File: config.mk
export PLATFORM = sky130hd
export DESIGN_NAME = psumBlockTop
export DESIGN_NICKNAME = d
export VERILOG_FILES = /design/src/hw/ctrlPkg.sv /design/src/hw/psumPkg.sv /design/src/hw/dotStage.sv /design/src/hw/frameCtrl.sv /design/src/hw/outputBank.sv /design/src/hw/psumAccum.sv /design/src/hw/psumBlockTop.sv /design/src/hw/psumRam.sv
export SDC_FILE = /design/constraint.sdc
export NUM_CORES = 2
export LEC_CHECK = 0
export ABC_AREA = 1
export BUFFER_PORTS_ARGS = -buffer_cell sky130_fd_sc_hd__clkbuf_2
export CAP_MARGIN = 20
export CORE_ASPECT_RATIO = 1.75
export CORE_MARGIN = 1
export CORE_UTILIZATION = 37
export CTS_BUF_LIST = sky130_fd_sc_hd__clkbuf_16
export DETAILED_ROUTE_END_ITERATION = 6
export GPL_TIMING_DRIVEN = 0
export RECOVER_POWER = 25
export SYNTH_ARGS = -nofsm -noshare
export SYNTH_HDL_FRONTEND = slang
export SYNTH_SLANG_ARGS = --single-unit
File: constraint.sdc
create_clock -name clk -period 6.3 [get_ports clk]
set_input_delay 0.315 -clock clk [delete_from_list [all_inputs] [get_ports clk]]
set_output_delay 0.315 -clock clk [all_outputs]
set_load 0.005 [all_outputs]
File: src/hw/ctrlPkg.sv
//==========================================================
// control encodings shared by the pipeline stages
// blkPhase travels with each item through the pipeline
// frameState is local to the frame controller
//==========================================================

package ctrlPkg;

    // block position of an item inside its frame
    typedef enum logic [1:0] {
        phaseFirst = 2'd0,
        phaseMid   = 2'd1,
        phaseLast  = 2'd2,
        phaseOnly  = 2'd3
    } blkPhase;

    // frame tracking since reset
    typedef enum logic [1:0] {
        frmReset = 2'd0,
        frmFirst = 2'd1,
        frmRun   = 2'd2
    } frameState;

endpackage

File: src/hw/psumPkg.sv
//==========================================================
// array geometry of the psum block
// kernel column count is fixed in hardware, not a parameter
// the other values are defaults only; the top level copies
// them into module parameters and passes them down
//==========================================================

package psumPkg;

    // kernel columns, one dot product and one psum SRAM each
    localparam int NumCols = 3;

    // defaults for the top-level parameters
    localparam int DefDataWidth  = 8;
    localparam int DefBlockDepth = 4;
    localparam int DefLenPsum    = 4;
    localparam int DefPsumWidth  = 24;

    // address width for a square output map of side lenPsum
    // never below one bit, so a 1x1 map still has an address
    function automatic int addrWidthOf(int lenPsum);
        int width;
        width = $clog2(lenPsum * lenPsum);
        return (width < 1) ? 1 : width;
    endfunction

endpackage

File: src/hw/dotStage.sv
//==========================================================
// weight rows and the three kernel-column dot products
// wei packs row c, element k at bits (c*BlockDepth+k)*DataWidth
// act packs element k at bits k*DataWidth, all values signed
// load weights only while no item is in the pipeline
// one register stage from actValid to dotValid
//==========================================================
`timescale 1ns/10ps

module dotStage #(
    parameter int DataWidth  = 8,
    parameter int BlockDepth = 4,
    parameter int PsumWidth  = 24,
    parameter int AddrWidth  = 4
) (
    input  logic                                               clk,
    input  logic                                               rst_n,
    input  logic                                               weiLoad,
    input  logic [psumPkg::NumCols*BlockDepth*DataWidth-1:0]   wei,
    input  logic                                               actValid,
    input  logic [BlockDepth*DataWidth-1:0]                    act,
    input  logic [AddrWidth-1:0]                               actAddr,
    input  logic                                               firstBlk,
    input  logic                                               lastBlk,
    output logic                                               dotValid,
    output ctrlPkg::blkPhase                                   dotPhase,
    output logic [AddrWidth-1:0]                               dotAddr,
    output logic signed [PsumWidth-1:0]                        dot0,
    output logic signed [PsumWidth-1:0]                        dot1,
    output logic signed [PsumWidth-1:0]                        dot2
);

    import psumPkg::*;
    import ctrlPkg::*;

    // weight rows, one per kernel column
    logic signed [DataWidth-1:0] weiRow [NumCols][BlockDepth];
    logic signed [PsumWidth-1:0] dotNext [NumCols];
    blkPhase                     phaseIn;

    always_ff @(posedge clk) begin
        if (weiLoad) begin
            for (int c = 0; c < NumCols; c++) begin
                for (int k = 0; k < BlockDepth; k++) begin
                    weiRow[c][k] <= wei[(c*BlockDepth + k)*DataWidth +: DataWidth];
                end
            end
        end
    end

    // signed MACs, evaluated at psum width so no product overflows
    always_comb begin
        for (int c = 0; c < NumCols; c++) begin
            dotNext[c] = '0;
            for (int k = 0; k < BlockDepth; k++) begin
                dotNext[c] = dotNext[c]
                           + $signed(act[k*DataWidth +: DataWidth]) * weiRow[c][k];
            end
        end
    end

    // block position flags to phase code
    always_comb begin
        case ({firstBlk, lastBlk})
            2'b11:   phaseIn = phaseOnly;
            2'b10:   phaseIn = phaseFirst;
            2'b01:   phaseIn = phaseLast;
            default: phaseIn = phaseMid;
        endcase
    end

    always_ff @(posedge clk or negedge rst_n) begin
        if (!rst_n) begin
            dotValid <= 1'b0;
        end else begin
            dotValid <= actValid;
        end
    end

    // item payload, only qualified by dotValid
    always_ff @(posedge clk) begin
        if (actValid) begin
            dotPhase <= phaseIn;
            dotAddr  <= actAddr;
            dot0     <= dotNext[0];
            dot1     <= dotNext[1];
            dot2     <= dotNext[2];
        end
    end

endmodule

File: src/hw/frameCtrl.sv
//==========================================================
// frame tracking, bank select and the pool-enable pulse
// a frame starts at a firstBlk item once the previous frame
// has shown a later-block item or 4 idle cycles have passed
// so first-block items of one frame need gaps under 4 cycles
// bankSel and poolEn update on the frame's first item edge
//==========================================================
`timescale 1ns/10ps

module frameCtrl (
    input  logic clk,
    input  logic rst_n,
    input  logic actValid,
    input  logic firstBlk,
    output logic bankSel,
    output logic poolEn
);

    import ctrlPkg::*;

    // idle cycles that close a frame made of single-block items
    localparam int GapCycles = 4;
    localparam int CntWidth  = $clog2(GapCycles + 1);

    frameState           state;
    logic [CntWidth-1:0] idleCnt;
    logic                armed;
    logic                gapSeen;
    logic                frameStart;

    assign gapSeen    = (idleCnt == CntWidth'(GapCycles));
    assign frameStart = actValid && firstBlk && (armed || gapSeen);

    // saturating idle counter
    always_ff @(posedge clk or negedge rst_n) begin
        if (!rst_n) begin
            idleCnt <= '0;
        end else if (actValid) begin
            idleCnt <= '0;
        end else if (!gapSeen) begin
            idleCnt <= idleCnt + 1'b1;
        end
    end

    always_ff @(posedge clk or negedge rst_n) begin
        if (!rst_n) begin
            state   <= frmReset;
            armed   <= 1'b1;
            bankSel <= 1'b0;
            poolEn  <= 1'b0;
        end else begin
            // no pulse for the very first frame, nothing finished yet
            poolEn <= frameStart && (state != frmReset);
            if (frameStart) begin
                armed   <= 1'b0;
                bankSel <= !bankSel;
                state   <= (state == frmReset) ? frmFirst : frmRun;
            end else if (actValid && !firstBlk) begin
                armed <= 1'b1;
            end
        end
    end

endmodule

File: src/hw/outputBank.sv
//==========================================================
// cross-column sum and the two ping-pong output banks
// bankSel picks the write bank, the pool reads the other one
// the bank write happens on the edge after sumValid
// poolDat is valid one cycle after poolRdEn, zero until then
// the column sum wraps if it exceeds the psum width
//==========================================================
`timescale 1ns/10ps

module outputBank #(
    parameter int PsumWidth = 24,
    parameter int AddrWidth = 4
) (
    input  logic                        clk,
    input  logic                        rst_n,
    input  logic                        sumValid,
    input  logic [AddrWidth-1:0]        sumAddr,
    input  logic signed [PsumWidth-1:0] colSum0,
    input  logic signed [PsumWidth-1:0] colSum1,
    input  logic signed [PsumWidth-1:0] colSum2,
    input  logic                        bankSel,
    input  logic                        poolRdEn,
    input  logic [AddrWidth-1:0]        poolAddr,
    output logic signed [PsumWidth-1:0] poolDat
);

    logic signed [PsumWidth-1:0] frameSum;
    logic [PsumWidth-1:0]        bankRd [2];
    // bank that served the last pool read
    logic                        rdBank;
    logic                        readSeen;

    // all three kernel columns for one output position
    assign frameSum = colSum0 + colSum1 + colSum2;

    //==========================================================
    // ping-pong banks
    //==========================================================
    for (genvar b = 0; b < 2; b++) begin : genBank
        logic wrSel;

        // this bank takes writes when selected, pool reads otherwise
        assign wrSel = (bankSel == 1'(b));

        psumRam #(
            .AddrWidth (AddrWidth),
            .DataWidth (PsumWidth)
        ) uBank (
            .clk    (clk),
            .wrEn   (sumValid && wrSel),
            .wrAddr (sumAddr),
            .wrData (frameSum),
            .rdEn   (poolRdEn && !wrSel),
            .rdAddr (poolAddr),
            .rdData (bankRd[b])
        );
    end

    // remember the read bank, bankSel may flip before data returns
    always_ff @(posedge clk or negedge rst_n) begin
        if (!rst_n) begin
            rdBank   <= 1'b0;
            readSeen <= 1'b0;
        end else if (poolRdEn) begin
            rdBank   <= !bankSel;
            readSeen <= 1'b1;
        end
    end

    // pool data mux, quiet until the first read lands
    assign poolDat = readSeen ? $signed(bankRd[rdBank]) : '0;

endmodule

File: src/hw/psumAccum.sv
//==========================================================
// per-column psum accumulation across channel blocks
// SRAM read on the edge after dotValid, write one edge later
// a bypass covers the item just ahead when the address matches
// first-block items start from zero, the stored value is ignored
// totals leave on sumValid for last-block items only
//==========================================================
`timescale 1ns/10ps

module psumAccum #(
    parameter int DataWidth  = 8,
    parameter int BlockDepth = 4,
    parameter int PsumWidth  = 24,
    parameter int AddrWidth  = 4
) (
    input  logic                        clk,
    input  logic                        rst_n,
    input  logic                        dotValid,
    input  ctrlPkg::blkPhase            dotPhase,
    input  logic [AddrWidth-1:0]        dotAddr,
    input  logic signed [PsumWidth-1:0] dot0,
    input  logic signed [PsumWidth-1:0] dot1,
    input  logic signed [PsumWidth-1:0] dot2,
    output logic                        sumValid,
    output logic [AddrWidth-1:0]        sumAddr,
    output logic signed [PsumWidth-1:0] colSum0,
    output logic signed [PsumWidth-1:0] colSum1,
    output logic signed [PsumWidth-1:0] colSum2
);

    import psumPkg::*;
    import ctrlPkg::*;

    logic signed [PsumWidth-1:0] dotVec [NumCols];
    logic signed [PsumWidth-1:0] stgDot [NumCols];
    logic signed [PsumWidth-1:0] newSum [NumCols];
    logic signed [PsumWidth-1:0] bypData [NumCols];
    logic                        stgValid;
    blkPhase                     stgPhase;
    logic [AddrWidth-1:0]        stgAddr;
    logic                        stgFirst;
    logic                        stgLast;
    logic                        bypValid;
    logic [AddrWidth-1:0]        bypAddr;
    logic                        bypHit;

    assign dotVec[0] = dot0;
    assign dotVec[1] = dot1;
    assign dotVec[2] = dot2;

    assign stgFirst = (stgPhase == phaseFirst) || (stgPhase == phaseOnly);
    assign stgLast  = (stgPhase == phaseLast)  || (stgPhase == phaseOnly);
    // previous item wrote this address on the edge our read sampled
    assign bypHit   = bypValid && (bypAddr == stgAddr);

    //==========================================================
    // column SRAMs and adders
    //==========================================================
    for (genvar c = 0; c < NumCols; c++) begin : genCol
        logic signed [PsumWidth-1:0] ramRd;
        logic signed [PsumWidth-1:0] base;

        psumRam #(
            .AddrWidth (AddrWidth),
            .DataWidth (PsumWidth)
        ) uRam (
            .clk    (clk),
            .wrEn   (stgValid),
            .wrAddr (stgAddr),
            .wrData (newSum[c]),
            .rdEn   (dotValid),
            .rdAddr (dotAddr),
            .rdData (ramRd)
        );

        // zero on the first block, else freshest stored psum
        assign base      = stgFirst ? '0 : (bypHit ? bypData[c] : ramRd);
        assign newSum[c] = base + stgDot[c];
    end

    //==========================================================
    // pipeline and bypass registers
    //==========================================================
    always_ff @(posedge clk or negedge rst_n) begin
        if (!rst_n) begin
            stgValid <= 1'b0;
            bypValid <= 1'b0;
            sumValid <= 1'b0;
        end else begin
            stgValid <= dotValid;
            bypValid <= stgValid;
            sumValid <= stgValid && stgLast;
        end
    end

    always_ff @(posedge clk) begin
        if (dotValid) begin
            stgPhase <= dotPhase;
            stgAddr  <= dotAddr;
            stgDot   <= dotVec;
        end
        // last write doubles as the downstream total
        if (stgValid) begin
            bypAddr <= stgAddr;
            bypData <= newSum;
        end
    end

    assign sumAddr = bypAddr;
    assign colSum0 = bypData[0];
    assign colSum1 = bypData[1];
    assign colSum2 = bypData[2];

endmodule

File: src/hw/psumBlockTop.sv
//==========================================================
// psum block top: dot products, column accumulate, bank write
// with the frame controller beside the pipeline
// no back-pressure; items may come every cycle
// leave 4 or more idle cycles between frames
// actValid at edge N: column SRAMs at N+2, bank at N+3
//==========================================================
`timescale 1ns/10ps

module psumBlockTop #(
    parameter int DataWidth  = psumPkg::DefDataWidth,
    parameter int BlockDepth = psumPkg::DefBlockDepth,
    parameter int PsumWidth  = psumPkg::DefPsumWidth,
    parameter int AddrWidth  = psumPkg::addrWidthOf(psumPkg::DefLenPsum)
) (
    input  logic                                             clk,
    input  logic                                             rst_n,
    input  logic                                             weiLoad,
    input  logic [psumPkg::NumCols*BlockDepth*DataWidth-1:0] wei,
    input  logic                                             actValid,
    input  logic [BlockDepth*DataWidth-1:0]                  act,
    input  logic [AddrWidth-1:0]                             actAddr,
    input  logic                                             firstBlk,
    input  logic                                             lastBlk,
    input  logic                                             poolRdEn,
    input  logic [AddrWidth-1:0]                             poolAddr,
    output logic                                             poolEn,
    output logic signed [PsumWidth-1:0]                      poolDat
);

    import ctrlPkg::*;

    // dot stage to accumulator
    logic                        dotValid;
    blkPhase                     dotPhase;
    logic [AddrWidth-1:0]        dotAddr;
    logic signed [PsumWidth-1:0] dot0;
    logic signed [PsumWidth-1:0] dot1;
    logic signed [PsumWidth-1:0] dot2;
    // accumulator to output banks
    logic                        sumValid;
    logic [AddrWidth-1:0]        sumAddr;
    logic signed [PsumWidth-1:0] colSum0;
    logic signed [PsumWidth-1:0] colSum1;
    logic signed [PsumWidth-1:0] colSum2;
    logic                        bankSel;

    dotStage #(
        .DataWidth (DataWidth), .BlockDepth (BlockDepth),
        .PsumWidth (PsumWidth), .AddrWidth  (AddrWidth)
    ) uDot (
        .clk, .rst_n, .weiLoad, .wei, .actValid, .act, .actAddr, .firstBlk, .lastBlk,
        .dotValid, .dotPhase, .dotAddr, .dot0, .dot1, .dot2
    );

    psumAccum #(
        .DataWidth (DataWidth), .BlockDepth (BlockDepth),
        .PsumWidth (PsumWidth), .AddrWidth  (AddrWidth)
    ) uAccum (
        .clk, .rst_n, .dotValid, .dotPhase, .dotAddr, .dot0, .dot1, .dot2,
        .sumValid, .sumAddr, .colSum0, .colSum1, .colSum2
    );

    outputBank #(
        .PsumWidth (PsumWidth),
        .AddrWidth (AddrWidth)
    ) uBank (
        .clk, .rst_n, .sumValid, .sumAddr, .colSum0, .colSum1, .colSum2,
        .bankSel, .poolRdEn, .poolAddr, .poolDat
    );

    // frame events come from the raw item inputs
    frameCtrl uFrame (
        .clk, .rst_n, .actValid, .firstBlk, .bankSel, .poolEn
    );

endmodule

File: src/hw/psumRam.sv
//==========================================================
// SRAM model with one write port and one read port
// read data is registered and held while rdEn is low
// read and write of one address on one edge give old data
// the array has no reset: write a location before reading it
//==========================================================
`timescale 1ns/10ps

module psumRam #(
    parameter int AddrWidth = 4,
    parameter int DataWidth = 24
) (
    input  logic                 clk,
    input  logic                 wrEn,
    input  logic [AddrWidth-1:0] wrAddr,
    input  logic [DataWidth-1:0] wrData,
    input  logic                 rdEn,
    input  logic [AddrWidth-1:0] rdAddr,
    output logic [DataWidth-1:0] rdData
);

    // one word per output position
    logic [DataWidth-1:0] mem [2**AddrWidth];

    // write port
    always_ff @(posedge clk) begin
        if (wrEn) begin
            mem[wrAddr] <= wrData;
        end
    end

    // read port, output holds between reads
    always_ff @(posedge clk) begin
        if (rdEn) begin
            rdData <= mem[rdAddr];
        end
    end

endmodule

Word level (Yosys, flattened, before mapping)
Memory sizes are Yosys's and may differ from the RTL's. A register that Yosys moved wholly into a read port is not among the register bits.
Index checks and enable logic that the tools add are counted.
{"block": "totals", "ff_bits": 246, "mem_bits_rw": 2016, "inputBits": 143, "out_inout_bits": 25, "word_cells": 112, "memories": 6}
{"memory": "uAccum.genCol[0].uRam.mem", "words": 16, "width": 24, "read_ports": 1, "rd_clocked_by_memory_dff": 1, "write_ports": 1, "line_no": "psumRam.sv:23", "source": "logic [DataWidth-1:0] mem [2**AddrWidth];"}
{"memory": "uAccum.genCol[1].uRam.mem", "words": 16, "width": 24, "read_ports": 1, "rd_clocked_by_memory_dff": 1, "write_ports": 1, "line_no": "psumRam.sv:23"}
{"memory": "uAccum.genCol[2].uRam.mem", "words": 16, "width": 24, "read_ports": 1, "rd_clocked_by_memory_dff": 1, "write_ports": 1, "line_no": "psumRam.sv:23"}
{"memory": "uBank.genBank[0].uBank.mem", "words": 16, "width": 24, "read_ports": 1, "rd_clocked_by_memory_dff": 1, "write_ports": 1, "line_no": "psumRam.sv:23"}
{"memory": "uBank.genBank[1].uBank.mem", "words": 16, "width": 24, "read_ports": 1, "rd_clocked_by_memory_dff": 1, "write_ports": 1, "line_no": "psumRam.sv:23"}
{"memory": "uDot.weiRow", "words": 3, "width": 32, "read_ports": 3, "rd_clocked_by_memory_dff": 0, "write_ports": 3, "line_no": "dotStage.sv:37", "source": "logic signed [DataWidth-1:0] weiRow [NumCols][BlockDepth];"}
{"block": "classes", "n_addsub": 15, "mul": 12, "n_lt_le_gt_ge": 1, "eq_ne": 8, "n_mux": 24, "bitwise_logic": 2, "n_reduce_logical": 19}
{"cell": "$add 24x24->24", "count": 14}
{"cell": "$mux 24", "count": 10}
{"cell": "$mul 8x8->16", "count": 12}
{"cell": "$logic_and 1x1->1", "count": 10}
{"cell": "$mux 1", "count": 10}
{"cell": "$eq 2x2->1 const B", "count": 4}
{"cell": "$mux 3", "count": 2}
{"cell": "$pmux 2 s3", "count": 1}
{"cell": "$eq 4x4->1", "count": 1}
{"cell": "$logic_not 2->1", "count": 2}
{"cell": "$reduce_bool 2->1", "count": 2}
{"cell": "$add 3x1->3 const B", "count": 1}
{"cell": "$eq 3x3->1 const B", "count": 1}
{"cell": "$logic_or 1x1->1", "count": 3}
{"cell": "$eq 2x1->1 const B", "count": 1}
{"cell": "$ge 2x2->1 const B", "count": 1}
{"cell": "$logic_not 1->1", "count": 2}
{"cell": "$mux 2", "count": 1}
{"cell": "$ne 2x2->1 const B", "count": 1}
{"cell": "$not 1->2", "count": 1}
{"cell": "$not 1->1", "count": 1}

Longest topological paths before layout
{"block": "logic_depth", "word_depth": 5, "depth_mapped": 33, "depth_no_buf": 32}

Modules after synthesis
Synthesis repeated with hierarchy kept, for this count alone.
{"block": "hier_totals", "hier_cells": 14102, "hier_area_um2": 138890.7}
{"mod": "psumRam", "instances": 5, "cells_each": 1597, "area_per_inst_um2": 17191.5, "seq_area_each_um2": 12251.8}
{"mod": "dotStage", "instances": 1, "cells_each": 4404, "area_per_inst_um2": 39845.7, "seq_area_each_um2": 4799.6}
{"mod": "psumAccum", "instances": 1, "cells_each": 1211, "area_per_inst_um2": 10151.0, "seq_area_each_um2": 4699.5}
{"mod": "outputBank", "instances": 1, "cells_each": 459, "area_per_inst_um2": 2553.7, "seq_area_each_um2": 50.0}
{"mod": "frameCtrl", "instances": 1, "cells_each": 43, "area_per_inst_um2": 382.9, "seq_area_each_um2": 201.4}

Worst setup path before layout
Ideal clock, no wire load.
{"block": "synth_timing", "kind": "input-to-reg", "from": "input act[31]", "to": "register uDot.dot0[17], data pin", "setup_time_ns": 0.260, "t_arrival_ns": 5.838, "required_time_ns": 6.040, "path_slack_ns": 0.202, "path_stages": 26, "path_buffers": 1, "path_cell_list": "clkbuf_1 -> nand2_1 -> fa_1 -> inv_1 -> fa_1 -> inv_1 -> fa_1 -> inv_1 -> fa_1 -> ha_1 -> inv_1 -> nor3_1 -> nand3_1 -> nand3_1 -> inv_1 -> nand2_1 -> nand2_1 -> fa_1 -> fa_1 -> inv_1 -> ha_1 -> a21oi_1 -> o21ai_0 -> a21oi_1 -> nand2_1 -> xor2_1"}
{"item": "from (decl)", "line_no": "psumBlockTop.sv:21", "source": "input logic [BlockDepth*DataWidth-1:0] act,"}
{"item": "to (signal assigned)", "line_no": "dotStage.sv:85", "source": "dot0 <= dotNext[0];"}
{"item": "to (decl)", "line_no": "dotStage.sv:28", "source": "output logic signed [PsumWidth-1:0] dot0,"}

==> impl_metrics.yaml <==
floorplan:
  dieArea_um2: 364000
  ios: 168
  coreArea_um2: 359000
  row_count: 291
  die_w_um: 457
  initial_core_util_pct: 37.3
  die_height_um: 798
global_route:
  met2_usage_pct: 44.7
  top_usage_layer: "met2"
  grt_util_met3_pct: 2.42
  antenna_found_initial: 12
  use_met1_pct: 24.2
  first_global_vias: 93700
  grt_first_pass_wirelength_um: 636000
  grt_max_degree: 66
  grt_use_total_pct: 24.1
  gr-total-overflow: 0
route:
  via_per_inst: 5.26
  finalWirelength_um: 448000
  dr.pass1.iters: 7
  ant_nets: 0
  num_vias: 92100
  wl_per_cell_um: 25.6
  drt_iter0_markers: 7066
  route.detailed.drc: 5
clocking:
  cts_buffer_depth: 4
  clock-sinks: 2382
  clock-root-buffer: "clkbuf_16"
  h-tree-depth: 4
  cts.clk_slew.worst_paths_ns: 0.07
  numCtsBuffers: 208
  clk_latency_ns: 0.96
  cts_tree: "done"
placement:
  gp_congestion: 0.966
  port_buffers: 165
  preCtsSetupSlack_ns: -1.65
  dp_hpwl_um: 337000
finish:
  final_common_cell: "edfxtp_1"
  mostFrequentLayoutCells: "edfxtp_1, inv_1, nand2_1"
  nFillCells: 33100
  drive_gt1_share_pct: 12.7
  syn_to_final_growth_pct: 17.0
  nets: 14100
sta:
  hold_violations: 0
  rsz0062_at_grt: "yes"
  finalCritPeriodShare_pct: 103
  slew_violations: 640
  skew_ns: 0.122
  fin_ws_ns: -0.161
  fin_crit_ns: 6.46
  max_freq_ghz: 0.155
  setup_viol: 28
  worst_pin_slew_ns: 3.69
  setup_tns_ns: -1.59
  hold_ws_ns: 0.115
  slew_headroom_pct: -146
worst_setup_path:
  worst-path-buf-inv: 8
  crit_type: "flip-flop to flip-flop"
  path_delay_family: "adder cells"
  crit_path_end_kind: "flip-flop"
  max_stage_delay_ns: 0.58
  crit_required_ns: 6.90
  startpoint_type: "flip-flop"
  path_max_fanout: 6
  slowest_stage: "edfxtp_1"
  arrival_ns: 7.06
  cp_common_cell: "fa_1"
outcome:
  failed_checks: "DRC, capacitance limit, slew limit, setup timing"
  status: "complete, but fails checks"
min_path:
  hold_class: "input pin to flip-flop"
synthesis:
  async_flop_share_pct: 0.588
  synth_edf_count: 2368
  syn_avg_cell_area_um2: 11.3
  yosys_warnings: 0
  synthFlopType: "edfxtp_1"
  ys_seq_area_share_pct: 53.4
  synth.area.top_cells: "edfxtp_1, fa_1, inv_1"
  synthCells: 11900
  synth_top_cell_area_share_pct: 53.1
  ys_types: 44
  synth_area_um2: 134000
  yosys.area.top_type: "edfxtp_1"
  syn-num-nets: 13300
  synth-seq-cells: 2382
job:
  drv_cap: 20
## state kept, by name (all words and copies together) (netlist names), 2 cells and up
| name | count |
|---|---|
| uAccum.stgDot | 72 |
| uAccum.colSum1 | 24 |
| uAccum.genCol.uRam.mem | 1152 |
| uBank.genBank.uBank.mem | 768 |
| uAccum.sumAddr | 4 |
| uDot.dot1 | 24 |
| uAccum.stgAddr | 4 |
| uDot.dotAddr | 4 |
| uAccum.colSum0 | 24 |
| uDot.dotPhase | 2 |
| uAccum.stgPhase | 2 |
| uFrame.idleCnt | 3 |
| uDot.dot0 | 24 |
| uBank.genBank.uBank.rdData | 48 |
| uDot.weiRow | 96 |
| uAccum.genCol.uRam.rdData | 72 |
| uFrame.state | 2 |
| uDot.dot2 | 24 |
| uAccum.colSum2 | 24 |
## metal layers
layer	share of wire, %	wire, um
met1	33	147000
met2	52	234000
met3	4.7	21200
met4	10	45200
met5	0.024	109
## timing repair
action                                 CTS  global route
buffers inserted                       128            57
setup endpoints to repair               48            46
cloned                                   0             0
hold buffers                           107             0
resized for setup                      588           334
pin swaps                              210           235
endpoints found under the hold margin  145             0
## worst paths after layout
path | from | to | slack [ns] | cells after the start
max | uDot.weiRow[1][22] | uDot.dot1[17] | -0.16 | 27
min | wei[13] | uDot.weiRow[0][21] | 0.11 | 2
max reg2reg | uDot.weiRow[1][22] | uDot.dot1[17] | -0.16 | 27
min reg2reg | uDot.dot1[14] | uAccum.stgDot[38] | 0.38 | 0
max in group asynchronous | rst_n | uFrame.poolEn | 3.98 | 4
min in group asynchronous | rst_n | uAccum.stgValid | 0.63 | 3
## logic make-up (layout without fill, tap and decap cells)
family | Yosys count | count (layout) | synth area share, %
flip-flops | 2382 | 2382 | 53.4
adder cells (fa/ha/maj) | 1285 | 1285 | 16.4
XOR/XNOR | 281 | 281 | 1.84
AND/OR/NAND/NOR | 2483 | 2483 | 7.49
AO/OA/AOI/OAI | 2128 | 2128 | 9.00
multiplexers | 480 | 480 | 3.59
buffers and inverters | 2820 | 3773 | 8.31
other | 0 | 7 | 0
## cell usage after synthesis, drive strengths merged (330+ instances only)
library cell	number
edfxtp	2368
o21ai	769
fa	786
a21oi	789
ha	499
nor2	346
nand2	1678
inv	2295
o211ai	482
mux2i	480
nand3	330
clkbuf	347
## area by class of cell
| class | count | area [um2] | share of cell area, % |
|---|---|---|---|
| Antenna cell | 7 | 17.5 | 0.0112 |
| Buffer | 482 | 2490 | 1.59 |
| Clock buffer | 212 | 5310 | 3.39 |
| Clock inverter | 162 | 1360 | 0.865 |
| Inverter | 2297 | 8660 | 5.53 |
| Multi-Input combinational cell | 6657 | 55500 | 35.5 |
| Sequential cell | 2382 | 71500 | 45.6 |
| Tap cell | 4688 | 5870 | 3.74 |
| Timing Repair Buffer | 620 | 5950 | 3.80 |
## worst register-to-register path, cell delays in order, from the launching register on
cell and delay [ns]:
edfxtp_1 0.58, buf_6 0.17, nand2_4 0.04, fa_1 0.50, fa_1 0.49, inv_1 0.05
fa_1 0.47, inv_1 0.05, fa_1 0.49, inv_2 0.05, ha_4 0.31, inv_4 0.06
o21bai_4 0.13, nand2_2 0.10, nand2_4 0.08, a21oi_4 0.05, buf_12 0.14, xnor2_4 0.32
fa_1 0.50, inv_2 0.07, fa_1 0.42, inv_2 0.08, ha_4 0.23, a21oi_4 0.24
o21ai_4 0.11, a21oi_2 0.21, nand2_4 0.11, xor2_1 0.15
## through the flow
step	utilization [%]	cells	instance area, um2
global route	43.6	17500	157000
global placement	39.1	16700	141000
floorplan	-	11900	134000
CTS	43.3	17400	156000
finish	43.6	17500	157000
detailed placement	40.1	16900	144000
Power is not shown: default switching activity piles up to over one toggle a cycle in this logic, so the estimate is an artifact.
